$ cat config.mk
export PLATFORM = sky130hd
export DESIGN_NAME = progress_ctrl
export DESIGN_NICKNAME = d
export VERILOG_FILES = /design/src/common/bus_pkg.sv /design/src/common/ucode_pkg.sv /design/src/source/byte_select.sv /design/src/bus_cycle/bus_strobe.sv /design/src/bus_cycle/write_enable.sv /design/src/bus_cycle/ack_qualify.sv /design/src/source/ucode_progress.sv /design/src/source/progress_ctrl.sv
export VERILOG_INCLUDE_DIRS = /design/src /design/src/common
export SDC_FILE = /design/constraint.sdc
export NUM_CORES = 1
export LEC_CHECK = 0
export BUFFER_PORTS_ARGS = -buffer_cell sky130_fd_sc_hd__clkbuf_2
export CAP_MARGIN = 30
export CORE_MARGIN = 1
export CORE_UTILIZATION = 37
export CTS_CLUSTER_DIAMETER = 120
export DETAILED_ROUTE_END_ITERATION = 12
export GPL_ROUTABILITY_DRIVEN = 0
export PLACE_DENSITY_LB_ADDON = 0.12
export SETUP_SLACK_MARGIN = 0.15
export SYNTH_ARGS = -nofsm -noshare
export SYNTH_HDL_FRONTEND = slang
export SYNTH_HIERARCHICAL = 1
export SYNTH_SLANG_ARGS = --single-unit
$ cat constraint.sdc
create_clock -name clk -period 3.08 [get_ports clk]
set_input_delay 0.154 -clock clk [delete_from_list [all_inputs] [get_ports clk]]
set_output_delay 0.154 -clock clk [all_outputs]
set_load 0.02 [all_outputs]
$ cat src/common/progress_config.svh
// Progress controller configuration
// Bus width, byte lanes and the address region codes of the serial core

`ifndef PROGRESS_CONFIG_SVH
`define PROGRESS_CONFIG_SVH

// Address and data bus width
`define PC_ADDR_W 32

// One select per byte of the 32-bit bus
`define PC_LANES 4

// Top-nibble region codes
`define PC_REGION_IO   4'h4 // Peripheral registers
`define PC_REGION_CTRL 4'h2 // Control registers in block RAM space

// Any address with this bit set is SRAM
`define PC_REGION_SRAM_BIT 31

`endif

$ cat src/common/bus_pkg.sv
// Bus package
// Byte-lane and address region types, region decode and store alignment check

`include "progress_config.svh"

package bus_pkg;

   typedef logic [`PC_LANES-1:0] sel_t; // One bit per byte lane

   // Region of an access, taken from the top address bits
   typedef enum logic [1:0] {
      REGION_SRAM = 2'd0,
      REGION_IO   = 2'd1,
      REGION_CTRL = 2'd2,
      REGION_NONE = 2'd3
   } region_t;

   // SRAM bit wins over the nibble codes
   function automatic region_t addr_region(input logic [`PC_ADDR_W-1:0] addr);
      logic [3:0] nibble;
      nibble = addr[`PC_ADDR_W-1 -: 4];
      if (addr[`PC_REGION_SRAM_BIT])
         return REGION_SRAM;
      else if (nibble == `PC_REGION_IO)
         return REGION_IO;
      else if (nibble == `PC_REGION_CTRL)
         return REGION_CTRL;
      else
         return REGION_NONE;
   endfunction

   // SW must hit a word boundary, other stores are never refused here
   function automatic logic store_misaligned(input logic word_store,
                                             input logic [`PC_ADDR_W-1:0] addr);
      return word_store & (addr[1] | addr[0]);
   endfunction

endpackage

$ cat src/common/ucode_pkg.sv
// Microcode package
// Access size as encoded on the block RAM write-address mux bits

package ucode_pkg;

   typedef enum logic [1:0] {
      ACC_WORD = 2'd0,
      ACC_HALF = 2'd1,
      ACC_BYTE = 2'd2
   } access_t;

   // Mux bits in order sa27, sa26, sa25, sa24
   function automatic access_t decode_access(input logic [3:0] wmux);
      access_t acc;
      case (wmux)
         4'b0001: acc = ACC_HALF;
         4'b0010: acc = ACC_BYTE;
         default: acc = ACC_WORD; // All remaining codes move full words
      endcase
      return acc;
   endfunction

endpackage

$ cat src/source/byte_select.sv
// Byte select register
// Picks the active byte lanes from the access size and the low address bits,
// and keeps an active-low copy for the block RAM write mask

`timescale 1ns/1ps

module byte_select
   import bus_pkg::*, ucode_pkg::*;
(
   input  logic       clk,
   input  logic       RST_I,
   input  logic       sa41,    // Load the selects
   input  logic       sa27,
   input  logic       sa26,
   input  logic       sa25,
   input  logic       sa24,
   input  logic [1:0] addr_lo, // Byte offset in the word
   output sel_t       sel,
   output sel_t       bmask
);

   access_t access; // Size of the coming access
   sel_t    lanes;  // Lanes before the register

   assign access = decode_access({sa27, sa26, sa25, sa24});

   always_comb begin
      case (access)
         ACC_HALF: begin
            case (addr_lo)
               2'b00:   lanes = 4'b0011; // Lower halfword
               2'b10:   lanes = 4'b1100; // Upper halfword
               default: lanes = '1;      // Odd halfword falls back to the full word
            endcase
         end
         ACC_BYTE: lanes = sel_t'(1) << addr_lo; // Single lane
         default:  lanes = '1;
      endcase
   end

   // Mask is the inverse, so all lanes masked out of reset
   always_ff @(posedge clk) begin
      if (RST_I) begin
         sel   <= '0;
         bmask <= '1;
      end else if (sa41) begin
         sel   <= lanes;
         bmask <= ~lanes;
      end
   end

endmodule

$ cat src/bus_cycle/bus_strobe.sv
// Bus strobe generator
// Raises the I/O or the SRAM strobe one cycle after the microcode asks for
// an access, and holds it until the matching acknowledge

`timescale 1ns/1ps

`include "progress_config.svh"

module bus_strobe
   import bus_pkg::*;
(
   input  logic                  clk,
   input  logic                  RST_I,
   input  logic                  nobuserror, // Low on a bus error
   input  logic                  sa42,       // Start an access
   input  logic                  sa30,       // Current store is SW
   input  logic                  qack,       // Qualified I/O acknowledge
   input  logic                  sram_ack,
   input  logic [`PC_ADDR_W-1:0] addr,
   output logic                  stb,        // I/O cycle in progress
   output logic                  sram_stb    // SRAM cycle in progress
);

   region_t region;
   logic    misaligned;
   logic    issue_io;
   logic    issue_sram;
   logic    stb_nxt;
   logic    sram_stb_nxt;

   assign region     = addr_region(addr);
   assign misaligned = store_misaligned(sa30, addr); // Misaligned SW gets no strobe

   assign issue_io   = sa42 & (region == REGION_IO) & ~misaligned;
   assign issue_sram = sa42 & (region == REGION_SRAM) & ~misaligned;

   // Set on issue, drop on the edge that sees the acknowledge
   assign stb_nxt      = issue_io | (stb & ~qack);
   assign sram_stb_nxt = issue_sram | (sram_stb & ~sram_ack);

   always_ff @(posedge clk) begin
      if (RST_I || !nobuserror) begin // Bus error aborts both cycles
         stb      <= 1'b0;
         sram_stb <= 1'b0;
      end else begin
         stb      <= stb_nxt;
         sram_stb <= sram_stb_nxt;
      end
   end

endmodule

$ cat src/bus_cycle/write_enable.sv
// Write enable registers
// Bus write enable for SRAM and I/O stores, and the separate enable for
// writes into the control-register region

`timescale 1ns/1ps

`include "progress_config.svh"

module write_enable
   import bus_pkg::*;
(
   input  logic                  clk,
   input  logic                  RST_I,
   input  logic                  nobuserror,
   input  logic                  sa43,       // Load the enables
   input  logic                  sa14,       // End of the store, clear them
   input  logic                  sa30,       // Current store is SW
   input  logic [`PC_ADDR_W-1:0] addr,
   output logic                  we,
   output logic                  ctrlreg_we
);

   region_t region;
   logic    misaligned;
   logic    we_nxt;
   logic    ctrlreg_we_nxt;

   assign region     = addr_region(addr);
   assign misaligned = store_misaligned(sa30, addr);

   assign we_nxt         = ((region == REGION_SRAM) | (region == REGION_IO)) & ~misaligned;
   assign ctrlreg_we_nxt = (region == REGION_CTRL) & ~misaligned;

   always_ff @(posedge clk) begin
      if (sa14 || RST_I || !nobuserror) begin
         we         <= 1'b0;
         ctrlreg_we <= 1'b0;
      end else if (sa43) begin // Only reached with the bus healthy
         we         <= we_nxt;
         ctrlreg_we <= ctrlreg_we_nxt;
      end
   end

endmodule

$ cat src/bus_cycle/ack_qualify.sv
// Acknowledge qualifier
// Combines the slave and system-register acknowledges. A slave that holds
// its acknowledge high outside a cycle is tolerated by falling back on the
// strobe itself until the acknowledge is seen low again

`timescale 1ns/1ps

module ack_qualify (
   input  logic clk,
   input  logic RST_I,
   input  logic ack,       // Raw slave acknowledge
   input  logic sysregack, // System register acknowledge
   input  logic stb,       // I/O strobe
   output logic qack
);

   typedef enum logic {
      ACK_NORMAL = 1'b0,
      ACK_HELD   = 1'b1  // Slave keeps ack high
   } ack_state_t;

   ack_state_t state;
   ack_state_t state_nxt;

   // Ack without a strobe means the slave holds it
   always_comb begin
      case (state)
         ACK_NORMAL: begin
            if (ack && !stb)
               state_nxt = ACK_HELD;
            else
               state_nxt = ACK_NORMAL;
         end
         default: begin
            if (ack)
               state_nxt = ACK_HELD;   // Still held
            else
               state_nxt = ACK_NORMAL; // Slave released it
         end
      endcase
   end

   always_ff @(posedge clk) begin
      if (RST_I)
         state <= ACK_NORMAL;
      else
         state <= state_nxt;
   end

   // Held ack carries no information, the strobe stands in for it
   always_comb begin
      if (state == ACK_HELD)
         qack = sysregack | stb;
      else
         qack = sysregack | (ack & stb);
   end

endmodule

$ cat src/source/ucode_progress.sv
// Microcode progress logic
// Decides when the sequencer may advance, when the ALU result is sampled
// and when internal block RAM is written

`timescale 1ns/1ps

module ucode_progress (
   input  logic corerunning,
   input  logic sa15,           // Part of the Q enable
   input  logic sa32,           // Read input
   input  logic sa33,           // Repeat shift until done
   input  logic sa41,           // Select setup cycle
   input  logic lastshift,
   input  logic r_issh0_not,    // Low when a zero shift is inhibited
   input  logic nobuserror,
   input  logic stb,
   input  logic sram_stb,
   input  logic we,
   output logic progress_ucode,
   output logic ena_q,
   output logic iwe
);

   logic pending;    // Any bus cycle waiting for its ack
   logic loop_done;  // Shift loop finished or no repeat asked
   logic avoid_iwe;

   assign pending   = stb | sram_stb;
   assign loop_done = ~sa33 | lastshift | ~r_issh0_not;

   // Waiting on the bus stalls both the sequencer and Q
   assign ena_q = (sa15 | sa32) & ~lastshift & ~pending;

   // Bus error must not leave the microcode stuck
   assign progress_ucode = (loop_done & ~pending) | ~nobuserror;

   assign avoid_iwe = sa41 | we | ~r_issh0_not; // Select setup, bus store, or inhibited shift
   assign iwe       = corerunning & ~avoid_iwe;  // No writes before the core runs

endmodule

$ cat src/source/progress_ctrl.sv
// Progress controller top level
// Turns microcode control bits and the current address into bus strobes,
// write enables and byte selects, and tells the sequencer when to advance

`timescale 1ns/1ps

`include "progress_config.svh"

module progress_ctrl
   import bus_pkg::*;
(
   input  logic                  clk,
   input  logic                  RST_I,
   input  logic                  corerunning,
   input  logic                  ack,            // From I/O slave
   input  logic                  sysregack,
   input  logic                  sram_ack,
   input  logic                  sa14,
   input  logic                  sa15,
   input  logic                  sa24,
   input  logic                  sa25,
   input  logic                  sa26,
   input  logic                  sa27,
   input  logic                  sa30,
   input  logic                  sa32,
   input  logic                  sa33,
   input  logic                  sa41,
   input  logic                  sa42,
   input  logic                  sa43,
   input  logic                  lastshift,
   input  logic                  r_issh0_not,
   input  logic                  nobuserror,
   input  logic [`PC_ADDR_W-1:0] addr,           // Current bus address
   output sel_t                  sel,
   output sel_t                  bmask,
   output logic                  iwe,
   output logic                  ctrlreg_we,
   output logic                  we,
   output logic                  stb,
   output logic                  sram_stb,
   output logic                  ena_q,
   output logic                  progress_ucode,
   output logic                  qack
);

   byte_select u_byte_select (
      .clk, .RST_I, .sa41,
      .sa27, .sa26, .sa25, .sa24,
      .addr_lo (addr[1:0]),
      .sel, .bmask
   );

   // qack loops back into the strobe hold
   bus_strobe u_bus_strobe (
      .clk, .RST_I, .nobuserror,
      .sa42, .sa30,
      .qack, .sram_ack,
      .addr,
      .stb, .sram_stb
   );

   write_enable u_write_enable (
      .clk, .RST_I, .nobuserror,
      .sa43, .sa14, .sa30,
      .addr,
      .we, .ctrlreg_we
   );

   ack_qualify u_ack_qualify (
      .clk, .RST_I,
      .ack, .sysregack, .stb,
      .qack
   );

   ucode_progress u_ucode_progress (
      .corerunning, .sa15, .sa32, .sa33, .sa41,
      .lastshift, .r_issh0_not, .nobuserror,
      .stb, .sram_stb, .we,
      .progress_ucode, .ena_q, .iwe
   );

endmodule

==> results of run 1 <==
==> final timing paths <==
check	endpoint	cells after the start	startpoint	slack [ns]
max	iwe	2	u_write_enable/we$_SDFFE_PP0P_	1.79
min	u_bus_strobe/sram_stb$_SDFF_PP0_	3	sram_ack	0.13
max reg2reg	u_bus_strobe/stb$_SDFF_PP0_	4	u_bus_strobe/stb$_SDFF_PP0_	2.19
min reg2reg	u_write_enable/ctrlreg_we$_SDFFE_PP0P_	2	u_write_enable/ctrlreg_we$_SDFFE_PP0P_	0.47
==> logic make-up (layout without fill, tap and decap cells) <==
family | after synthesis | in the layout | synth area share
adder cells (fa/ha/maj) | 2 | 2 | 0.0363
AND/OR/NAND/NOR | 36 | 36 | 0.359
flip-flops | 13 | 13 | 0.377
buffers and inverters | 4 | 49 | 0.0218
AO/OA/AOI/OAI | 18 | 18 | 0.205
==> cell type report <==
type,count,area (um2),share of cell area
Inverter,3,11.3,0.0118
Tap cell,25,31.3,0.0328
Timing Repair Buffer,42,210,0.220
Clock buffer,4,26.3,0.0276
Multi-Input combinational cell,56,414,0.434
Sequential cell,13,260,0.273
==> per-layer routing <==
layer,up-vias,part of all wire,global-route usage,wire (um)
li1,363,-,-,-
met5,-,0,0,0
met4,0,0.0071,0.0727,12
met1,340,0.44,0.209,735
met3,2,0.049,0.0720,82
met2,22,0.51,0.307,859
==> worst max-delay path, delay by kind of cell (launching register included) <==
kind | cells | cell delay [ns]
flip-flops | 1 | 0.33
AND/OR/NAND/NOR | 1 | 0.30
buffers and inverters | 1 | 0.22
==> flip-flops by register name, indices dropped and copies added, names as in the netlist <==
signal	flops
u_bus_strobe/sram_stb	1
u_byte_select/bmask	4
u_bus_strobe/stb	1
u_write_enable/ctrlreg_we	1
u_ack_qualify/state	1
u_byte_select/sel	4
u_write_enable/we	1
==> cell usage after synthesis, drive strengths merged <==
master and count:
inv 3, nor4b 2, o21ai 5, o211ai 1, dfxtp 13, nor2 7, nor4 1, a211o 1
nand3b 5, nand3 2, a21oi 2, nor2b 3, o22ai 1, and3b 1, nand2 3, nand2b 4
ha 2, nand4 2, and3 1, buf 1, a211oi 3, o31ai 1, a221o 3, a21boi 1
nor4bb 1, and2b 1, nor3 1, nor3b 2
==> stage by stage <==
step | instance area [um2] | total power [W] | std cells | util | setup WS, ns
floorplan | 689 | 0.000229 | 73 | - | 1.79
global placement | 927 | 0.000267 | 139 | 0.531 | 1.65
detailed placement | 927 | 0.000268 | 139 | 0.531 | 1.60
CTS | 953 | 0.000374 | 143 | 0.546 | 1.79
global route | 953 | 0.000389 | 143 | 0.546 | 1.73
finish | 953 | 0.000368 | 143 | 0.546 | 1.79
==> power groups by stage <==
stage	clock network (W)	logic, W	registers (W)
2_1_floorplan	0	0.0000314	0.000198
3_3_place_gp	0	0.0000802	0.000186
3_5_place_dp	0	0.0000816	0.000187
4_1_cts	0.000109	0.0000819	0.000183
5_1_grt	0.000116	0.0000892	0.000184
6_report	0.000104	0.0000812	0.000183
==> impl_metrics.sql, run 1 <==
INSERT INTO impl_metrics (metric_group, metric, value, unit) VALUES
('logic_synthesis', 'synth_top_cell_area_share', '0.377', ''),
('logic_synthesis', 'synthesis.yosys.warnings', '6', ''),
('pwr', 'proportion_of_power_drawn_by_combinational_gates', '0.220', ''),
('logic_synthesis', 'synth_area_leader_cell', 'sky130_fd_sc_hd__dfxtp_1', ''),
('logic_synthesis', 'synthCells', '73', ''),
('global_route', 'grt_antenna_before_repair', '0', ''),
('drt', 'detail_route.iter0.violations', '7', ''),
('pwr', 'leakagePower', '0.457', 'nW'),
('global_route', 'grt_max_degree', '12', ''),
('pwr', 'max-vdd-ir-drop', '0.309', 'mV'),
('floorplanning', 'starting_density_of_the_core', '0.395', ''),
('floorplanning', 'coreArea', '1750', 'um2'),
('logic_synthesis', 'synth_cell_area', '689', 'um2'),
('floorplanning', 'design.portCount', '69', ''),
('layout', 'num-fill-cells', '177', ''),
('logic_synthesis', 'synth_seq_area_share', '0.377', ''),
('floorplanning', 'rows', '15', ''),
('floorplanning', 'die-area', '2040', 'um2'),
('logic_synthesis', 'synth.top_cells.by_area', 'sky130_fd_sc_hd__dfxtp_1, sky130_fd_sc_hd__nand3b_1, sky130_fd_sc_hd__a221o_1', ''),
('critical_path', 'critical_path.max_fanout', '3', ''),
('critical_path', 'worst-setup-path-type', 'register to output pin', ''),
('sta', 'timing.final.max_slew_violations', '0', ''),
('clock_tree', 'htree_levels', '1', ''),
('min_path', 'hold_class', 'input pin to register', ''),
('sta', 'final.setup_skew', '0.00144', 'ns'),
('drt', 'drt-pass1-iter-count', '4', ''),
('drt', 'dr_total_vias', '727', ''),
('drt', 'detail_route.drc_violations', '0', ''),
('clock_tree', 'clkLatencyLatePin', '0.27', 'ns'),
('sta', 'setup_repair_after_global_routing_missed_its_margin', 'false', ''),
('pwr', 'swShare', '0.283', ''),
('pwr', 'switchingPower', '0.000104', 'W'),
('sta', 'finalSetupTns', '0', 'ns'),
('critical_path', 'critical_path.endpoint_type', 'output pin', ''),
('sta', 'max_slew.worst_pin.slew', '0.264', 'ns'),
('critical_path', 'cp_slowest_stage_delay', '0.33', 'ns'),
('logic_synthesis', 'synth-seq-cells', '13', ''),
('sta', 'whs', '0.134', 'ns'),
('drt', 'drt-total-wl', '1690', 'um'),
('sta', 'slew_headroom', '0.821', ''),
('sta', 'setup_viol_count_final', '0', ''),
('logic_synthesis', 'synth_nets', '128', ''),
('critical_path', 'worst-endpoint-arrival', '1.13', 'ns'),
('layout', 'area_growth', '38.3', '%'),
('flow_run', 'timing.max_cap.violations', '0', ''),
('critical_path', 'setup.worst_path.start_class', 'register', ''),
('drt', 'drt-wirelength-per-cell', '11.8', 'um'),
('sta', 'final-hold-violation-count', '0', ''),
('critical_path', 'req_time_crit_path', '2.93', 'ns'),
('logic_synthesis', 'synth.avg_cell_area', '9.44', 'um2'),
('placement', 'numPortBuffers', '42', ''),
('layout', 'diodes', '0', ''),
('global_route', 'first_pass_grt_wire_length', '2620', 'um'),
('clock_tree', 'cts_tree', 'done', ''),
('critical_path', 'path_cells', 'nor4bb_1, clkbuf_2', ''),
('clock_tree', 'clk_root_buffer_cell', 'sky130_fd_sc_hd__clkbuf_4', ''),
('status', 'status', 'completed', ''),
('global_route', 'globalRouteOverflowTotal', '0', ''),
('logic_synthesis', 'netlist-cell-type-count', '34', ''),
('clock_tree', 'holdBufCountCts', '0', ''),
('floorplanning', 'dieHeight', '45.2', 'um'),
('global_route', 'first_global_vias', '602', ''),
('placement', 'post-dp-hpwl', '1350', 'um'),
('pwr', 'power.share.clock', '0.283', ''),
('floorplanning', 'chipWidth', '45.2', 'um'),
('layout', 'finalNetCount', '174', ''),
('layout', 'final_common_cell', 'sky130_fd_sc_hd__clkbuf_2', ''),
('critical_path', 'crit_path_top_delay_cell', 'sky130_fd_sc_hd__dfxtp_1', ''),
('layout', 'share_of_final_layout_standard_cells_stronger_than_drive_strength_1', '0.466', ''),
('layout', 'mostFrequentLayoutCells', 'sky130_fd_sc_hd__clkbuf_2, sky130_fd_sc_hd__dfxtp_1, sky130_fd_sc_hd__nor2_1', ''),
('sta', 'timing.final.crit_period', '1.29', 'ns');
Note: power is estimated with default switching activity, not from simulation.
==> run 2: changes to the inputs <==
--- a/config.mk
+++ b/config.mk
@@ -9,7 +9,7 @@
 export BUFFER_PORTS_ARGS = -buffer_cell sky130_fd_sc_hd__clkbuf_2
 export CAP_MARGIN = 30
 export CORE_MARGIN = 1
-export CORE_UTILIZATION = 37
+export CORE_UTILIZATION = 31
 export CTS_CLUSTER_DIAMETER = 120
 export DETAILED_ROUTE_END_ITERATION = 12
 export GPL_ROUTABILITY_DRIVEN = 0
==> constraint.sdc (replaced) <==
create_clock -name clk -period 1.1 [get_ports clk]
set_input_delay 0.055 -clock clk [delete_from_list [all_inputs] [get_ports clk]]
set_output_delay 0.055 -clock clk [all_outputs]
set_load 0.02 [all_outputs]
==> impl_metrics.sql, run 2 (synthesis results as in run 1) <==
INSERT INTO impl_metrics (metric_group, metric, value, unit) VALUES
('status', 'status', 'finished with violations', ''),
('status', 'failed_checks', 'negative setup slack', ''),
('floorplanning', 'rows', '16', ''),
('global_route', 'globalRouteOverflowTotal', '0', ''),
('layout', 'share_of_final_layout_standard_cells_stronger_than_drive_strength_1', '0.618', ''),
('global_route', 'first_global_vias', '706', ''),
('placement', 'numPortBuffers', '42', ''),
('min_path', 'hold_class', 'input pin to register', ''),
('sta', 'setup_viol_count_final', '1', ''),
('floorplanning', 'design.portCount', '69', ''),
('layout', 'layout_top_registers', 'u_byte_select/bmask (4), u_byte_select/sel (4)', ''),
('critical_path', 'critical_path.max_fanout', '4', ''),
('floorplanning', 'starting_density_of_the_core', '0.341', ''),
('critical_path', 'cp_num_buf_inv', '1', ''),
('critical_path', 'worst-endpoint-arrival', '1.05', 'ns'),
('clock_tree', 'numClockSinks', '13', ''),
('critical_path', 'path_cells', 'nor4_2, buf_4', ''),
('pwr', 'max-vdd-ir-drop', '0.456', 'mV'),
('floorplanning', 'die-area', '2420', 'um2'),
('drt', 'drt-pass1-iter-count', '4', ''),
('sta', 'final-hold-violation-count', '0', ''),
('global_route', 'grt_antenna_before_repair', '0', ''),
('layout', 'diodes', '0', ''),
('critical_path', 'critical_path.top_delay_family', 'flip-flops', ''),
('placement', 'post-dp-hpwl', '1440', 'um'),
('flow_run', 'timing.max_cap.violations', '0', ''),
('layout', 'finalNetCount', '179', ''),
('critical_path', 'setup.worst_path.start_class', 'register', ''),
('critical_path', 'req_time_crit_path', '1.04', 'ns'),
('global_route', 'track_usage', '0.155', ''),
('drt', 'drt-total-wl', '1830', 'um'),
('sta', 'final.setup_skew', '0.00449', 'ns'),
('drt', 'avgViaCountPerCell', '5.04', ''),
('clock_tree', 'cts_buffers', '3', ''),
('sta', 'slew_headroom', '0.825', ''),
('drt', 'detail_route.iter0.violations', '6', ''),
('sta', 'max_clock_freq', '904', 'MHz'),
('layout', 'final-instance-count-excl-fill', '150', ''),
('floorplanning', 'chipWidth', '49.2', 'um'),
('clock_tree', 'clkLatencyLatePin', '0.27', 'ns'),
('sta', 'finalSetupTns', '-0.00655', 'ns'),
('critical_path', 'cp_slowest_stage_delay', '0.36', 'ns'),
('pwr', 'leakagePower', '0.508', 'nW'),
('clock_tree', 'htree_levels', '1', ''),
('critical_path', 'worst-setup-path-type', 'register to output pin', ''),
('sta', 'max_slew.worst_pin.slew', '0.263', 'ns'),
('placement', 'pre_cts_ws', '-0.229', 'ns'),
('placement', 'placedCellCount', '145', ''),
('drt', 'detail_route.drc_violations', '0', ''),
('global_route', 'first_pass_grt_wire_length', '2900', 'um'),
('clock_tree', 'cts_tree', 'done', ''),
('global_route', 'grt_max_degree', '12', ''),
('floorplanning', 'dieHeight', '49.2', 'um'),
('sta', 'setup_ws_final', '-0.00655', 'ns'),
('layout', 'num-fill-cells', '201', ''),
('layout', 'final_common_cell', 'sky130_fd_sc_hd__clkbuf_2', ''),
('sta', 'timing.final.crit_period', '1.11', 'ns'),
('clock_tree', 'clk_path_buf_depth', '2', ''),
('clock_tree', 'clk_root_buffer_cell', 'sky130_fd_sc_hd__clkbuf_4', ''),
('layout', 'mostFrequentLayoutCells', 'sky130_fd_sc_hd__clkbuf_2, sky130_fd_sc_hd__dfxtp_1, sky130_fd_sc_hd__buf_4, sky130_fd_sc_hd__nor2_1, sky130_fd_sc_hd__nand3b_1', ''),
('floorplanning', 'coreArea', '2020', 'um2'),
('sta', 'final.period_utilization', '1.01', ''),
('sta', 'setup_repair_after_global_routing_missed_its_margin', 'true', ''),
('drt', 'dr_total_vias', '756', ''),
('drt', 'drt-wirelength-per-cell', '12.2', 'um'),
('sta', 'timing.final.max_slew_violations', '0', ''),
('layout', 'final_util', '0.568', ''),
('pwr', 'power_density', '954', 'nW/um2'),
('clock_tree', 'holdBufCountCts', '0', ''),
('clock_tree', 'clkSlewWorstSetupHoldPaths', '0.09', 'ns'),
('drt', 'drt.antenna.violating_nets', '0', ''),
('layout', 'area_growth', '66.6', '%'),
('critical_path', 'crit_path_top_delay_cell', 'sky130_fd_sc_hd__dfxtp_2', ''),
('sta', 'whs', '0.0102', 'ns'),
('critical_path', 'critical_path.endpoint_type', 'output pin', '');
-- run 2: cell types whose count changed in the layout (fill, tap and decap cells not counted), moves of 2 or more --
cell,change
sky130_fd_sc_hd__clkbuf_2,-7
sky130_fd_sc_hd__buf_4,+6
sky130_fd_sc_hd__buf_6,+3
sky130_fd_sc_hd__dfxtp_1,-3
sky130_fd_sc_hd__dfxtp_2,+2
sky130_fd_sc_hd__ha_1,-2
sky130_fd_sc_hd__ha_4,+2
sky130_fd_sc_hd__inv_1,-2
sky130_fd_sc_hd__inv_2,+2
-- run 2: worst paths after layout --
check,from,end,slack (ns),cells past startpoint
max,u_bus_strobe/sram_stb$_SDFF_PP0_,ena_q,-0.007,2
min,sa42,u_bus_strobe/stb$_SDFF_PP0_,0.01,3
max reg2reg,u_bus_strobe/stb$_SDFF_PP0_,u_bus_strobe/stb$_SDFF_PP0_,0.29,4
min reg2reg,u_write_enable/ctrlreg_we$_SDFFE_PP0P_,u_write_enable/ctrlreg_we$_SDFFE_PP0P_,0.47,2
-- run 2: cell type report --
type	count	area (um2)	area share
clock buffers	3	22.5	0.0196
well taps	27	33.8	0.0294
flip-flops and latches	13	267	0.232
inverters	3	11.3	0.00980
repair buffers	47	288	0.251
clock inverters	1	5.00	0.00436
multi-input cells	56	522	0.454
-- run 2: timing repair --
item | in CTS | in global routing
pin swaps | 5 | 7
setup endpoints to repair | 9 | 11
buffers inserted | 1 | 0
gates resized for setup | 14 | 13
cloned | 0 | 0
hold endpoints to repair | 0 | 0
-- run 2: layer usage --
layer	vias to the layer above	track usage	routed length (um)
li1	378	-	-
met1	352	0.181	799
met2	26	0.276	940
met3	0	0.0374	93
met4	0	0.0441	0
met5	-	0	0
-- run 2: worst register-to-register path: cells and delay by family, from the launching register on --
kind,cells,cell delay [ns]
compound gates,1,0.06
flops,1,0.40
simple gates,3,0.25
-- run 2: power breakdown --
group / total, W / internal (W) / switching [W]
sequential: 0.000512 / 0.000496 / 0.0000161
combinational: 0.000278 / 0.000134 / 0.000144
clock: 0.000306 / 0.000135 / 0.000172
total: 0.00110 / 0.000764 / 0.000332
-- run 2: metrics by stage --
stage / instance area (um2) / power [W]
6_report: 1150 / 0.00110
5_1_grt: 1150 / 0.00116
4_1_cts: 1110 / 0.00109
3_5_place_dp: 1010 / 0.000771
3_3_place_gp: 1010 / 0.000767
2_1_floorplan: 742 / 0.000649
==> run 3: changes to the inputs <==
--- a/config.mk
+++ b/config.mk
@@ -9,7 +9,7 @@
 export BUFFER_PORTS_ARGS = -buffer_cell sky130_fd_sc_hd__clkbuf_2
 export CAP_MARGIN = 30
 export CORE_MARGIN = 1
-export CORE_UTILIZATION = 31
+export CORE_UTILIZATION = 34
 export CTS_CLUSTER_DIAMETER = 120
 export DETAILED_ROUTE_END_ITERATION = 12
 export GPL_ROUTABILITY_DRIVEN = 0
==> constraint.sdc (replaced) <==
create_clock -name clk -period 1.2 [get_ports clk]
set_input_delay 0.06 -clock clk [delete_from_list [all_inputs] [get_ports clk]]
set_output_delay 0.06 -clock clk [all_outputs]
set_load 0.02 [all_outputs]
==> impl_metrics.sql, run 3 (synthesis results as in run 1) <==
INSERT INTO impl_metrics (metric_group, metric, value, unit) VALUES
('status', 'status', 'completed', ''),
('critical_path', 'cp_slowest_stage_delay', '0.34', 'ns'),
('sta', 'timing.final.crit_period', '1.10', 'ns'),
('layout', 'share_of_final_layout_standard_cells_stronger_than_drive_strength_1', '0.565', ''),
('drt', 'detail_route.drc_violations', '0', ''),
('clock_tree', 'cts_tree', 'done', ''),
('drt', 'drt.antenna.violating_nets', '0', ''),
('global_route', 'grt_antenna_before_repair', '0', ''),
('critical_path', 'crit_path_top_delay_cell', 'sky130_fd_sc_hd__dfxtp_2', ''),
('min_path', 'hold_class', 'input pin to register', ''),
('sta', 'setup_viol_count_final', '0', ''),
('layout', 'mostFrequentLayoutCells', 'sky130_fd_sc_hd__clkbuf_2, sky130_fd_sc_hd__dfxtp_1, sky130_fd_sc_hd__buf_4', ''),
('sta', 'max_clock_freq', '907', 'MHz'),
('pwr', 'max-vdd-ir-drop', '0.690', 'mV'),
('critical_path', 'path_cells', 'nor4_2, buf_4', ''),
('floorplanning', 'design.portCount', '69', ''),
('critical_path', 'critical_path.top_delay_family', 'flip-flops', ''),
('sta', 'max_slew.worst_pin.slew', '0.233', 'ns'),
('pwr', 'seq_power_share', '0.479', ''),
('clock_tree', 'clk_root_buffer_cell', 'sky130_fd_sc_hd__clkbuf_4', ''),
('critical_path', 'regToRegEndpoint', 'u_bus_strobe/stb$_SDFF_PP0_', ''),
('layout', 'final_common_cell', 'sky130_fd_sc_hd__clkbuf_2', ''),
('layout', 'final-instance-count-excl-fill', '149', ''),
('global_route', 'track_usage', '0.157', ''),
('clock_tree', 'clkLatencyLatePin', '0.28', 'ns'),
('critical_path', 'critical_path.endpoint_type', 'output pin', ''),
('sta', 'timing.final.max_slew_violations', '0', ''),
('sta', 'whs', '0.0226', 'ns'),
('drt', 'avgViaCountPerCell', '4.81', ''),
('pwr', 'p_int', '0.000698', 'W'),
('layout', 'final_util', '0.599', ''),
('clock_tree', 'cts_buffers', '3', ''),
('layout', 'finalNetCount', '180', ''),
('flow_run', 'timing.max_cap.violations', '0', ''),
('placement', 'pre_cts_ws', '-0.124', 'ns'),
('global_route', 'first_global_vias', '569', ''),
('sta', 'setup_ws_final', '0.0974', 'ns'),
('floorplanning', 'chipWidth', '47.0', 'um'),
('floorplanning', 'starting_density_of_the_core', '0.379', ''),
('floorplanning', 'coreArea', '1820', 'um2'),
('clock_tree', 'htree_levels', '1', ''),
('placement', 'post-dp-hpwl', '1300', 'um'),
('drt', 'dr_total_vias', '716', ''),
('drt', 'drt-pass1-iter-count', '3', ''),
('pwr', 'leakagePower', '0.500', 'nW'),
('critical_path', 'r2r_slack', '0.41', 'ns'),
('critical_path', 'setup.worst_path.start_class', 'register', ''),
('global_route', 'first_pass_grt_wire_length', '2440', 'um'),
('placement', 'placedCellCount', '142', ''),
('floorplanning', 'dieHeight', '47.0', 'um'),
('global_route', 'grt_max_degree', '12', ''),
('floorplanning', 'rows', '15', ''),
('pwr', 'switchingPower', '0.000279', 'W'),
('sta', 'finalSetupTns', '0', 'ns'),
('pwr', 'proportion_of_power_drawn_by_combinational_gates', '0.243', ''),
('clock_tree', 'clk_path_buf_depth', '2', ''),
('critical_path', 'critical_path.max_fanout', '3', ''),
('clock_tree', 'clkSlewWorstSetupHoldPaths', '0.09', 'ns'),
('critical_path', 'timing.reg2reg.worst_path_depth', '4', ''),
('min_path', 'worst_hold_startpoint', 'sram_ack', ''),
('layout', 'layout_top_registers', 'u_byte_select/bmask (4), u_byte_select/sel (4)', ''),
('min_path', 'hold-path-endpoint', 'u_bus_strobe/sram_stb$_SDFF_PP0_', ''),
('critical_path', 'worst-setup-path-type', 'register to output pin', ''),
('layout', 'area_growth', '58.3', '%'),
('critical_path', 'worst_r2r_startpoint', 'u_bus_strobe/stb$_SDFF_PP0_', ''),
('drt', 'drt-total-wl', '1660', 'um'),
('global_route', 'globalRouteOverflowTotal', '0', ''),
('critical_path', 'req_time_crit_path', '1.14', 'ns'),
('sta', 'final.setup_skew', '0.0000538', 'ns'),
('pwr', 'power_density', '895', 'nW/um2'),
('min_path', 'timing.hold.worst_path_depth', '3', ''),
('clock_tree', 'numClockSinks', '13', ''),
('sta', 'setup_repair_after_global_routing_missed_its_margin', 'true', ''),
('placement', 'numPortBuffers', '42', ''),
('sta', 'slew_headroom', '0.845', ''),
('sta', 'final-hold-violation-count', '0', ''),
('layout', 'diodes', '0', ''),
('pwr', 'swShare', '0.286', ''),
('drt', 'detail_route.iter0.violations', '5', ''),
('layout', 'num-fill-cells', '178', ''),
('drt', 'drt-wirelength-per-cell', '11.1', 'um'),
('floorplanning', 'die-area', '2210', 'um2'),
('critical_path', 'worst-endpoint-arrival', '1.04', 'ns'),
('pwr', 'power.share.clock', '0.278', ''),
('sta', 'final.period_utilization', '0.919', ''),
('critical_path', 'cp_num_buf_inv', '1', '');
==> run 3: timing repair <==
item	CTS	global route
hold buffers	1	0
endpoints found under the setup margin	4	8
pin swaps	3	6
setup buffers	2	0
endpoints found under the hold margin	1	0
resized for setup	9	7
==> run 3: power by group through the flow <==
stage          Combinational (W)  Clock, W  Sequential [W]
2_1_floorplan          0.0000871         0        0.000508
4_1_cts                 0.000233  0.000285        0.000468
5_1_grt                 0.000258  0.000311        0.000471
6_report                0.000237  0.000271        0.000468
3_3_place_gp            0.000218         0        0.000479
3_5_place_dp            0.000221         0        0.000480
==> run 3: worst max path at each step <==
stage / start / endpoint / cells past startpoint
after floorplan: sa27 / u_byte_select/bmask[1]$_SDFFE_PP1P_ / 6
after global placement: sa27 / u_byte_select/bmask[1]$_SDFFE_PP1P_ / 7
after detailed placement: sa27 / u_byte_select/bmask[1]$_SDFFE_PP1P_ / 7
after CTS: u_bus_strobe/sram_stb$_SDFF_PP0_ / ena_q / 2
after global routing: u_bus_strobe/sram_stb$_SDFF_PP0_ / ena_q / 2
final: u_bus_strobe/sram_stb$_SDFF_PP0_ / ena_q / 2
==> run 3: cell type report <==
type                            count  area [um2]  share of cell area
Inverter                            3        11.3              0.0103
Multi-Input combinational cell     56         475               0.436
Tap cell                           25        31.3              0.0287
Clock buffer                        4        26.3              0.0241
Sequential cell                    13         267               0.244
Timing Repair Buffer               48         280               0.257
==> run 3: worst min-delay path, cell delays in order <==
cell and delay, ns:
sky130_fd_sc_hd__clkbuf_2 0.07, sky130_fd_sc_hd__nand3b_1 0.09, sky130_fd_sc_hd__nand2_1 0.05
==> run 3: routing by layer <==
layer,track usage,share of wire
met1,0.211,0.46
met4,0.0514,0.0072
met5,0,0
met2,0.242,0.49
met3,0.0462,0.043
==> run 3: through the flow <==
step           power [W]  instance area [um2]
3_5_place_dp    0.000701                  991
3_3_place_gp    0.000697                  991
2_1_floorplan   0.000595                  731
6_report        0.000977                 1090
4_1_cts         0.000986                 1060
5_1_grt          0.00104                 1090
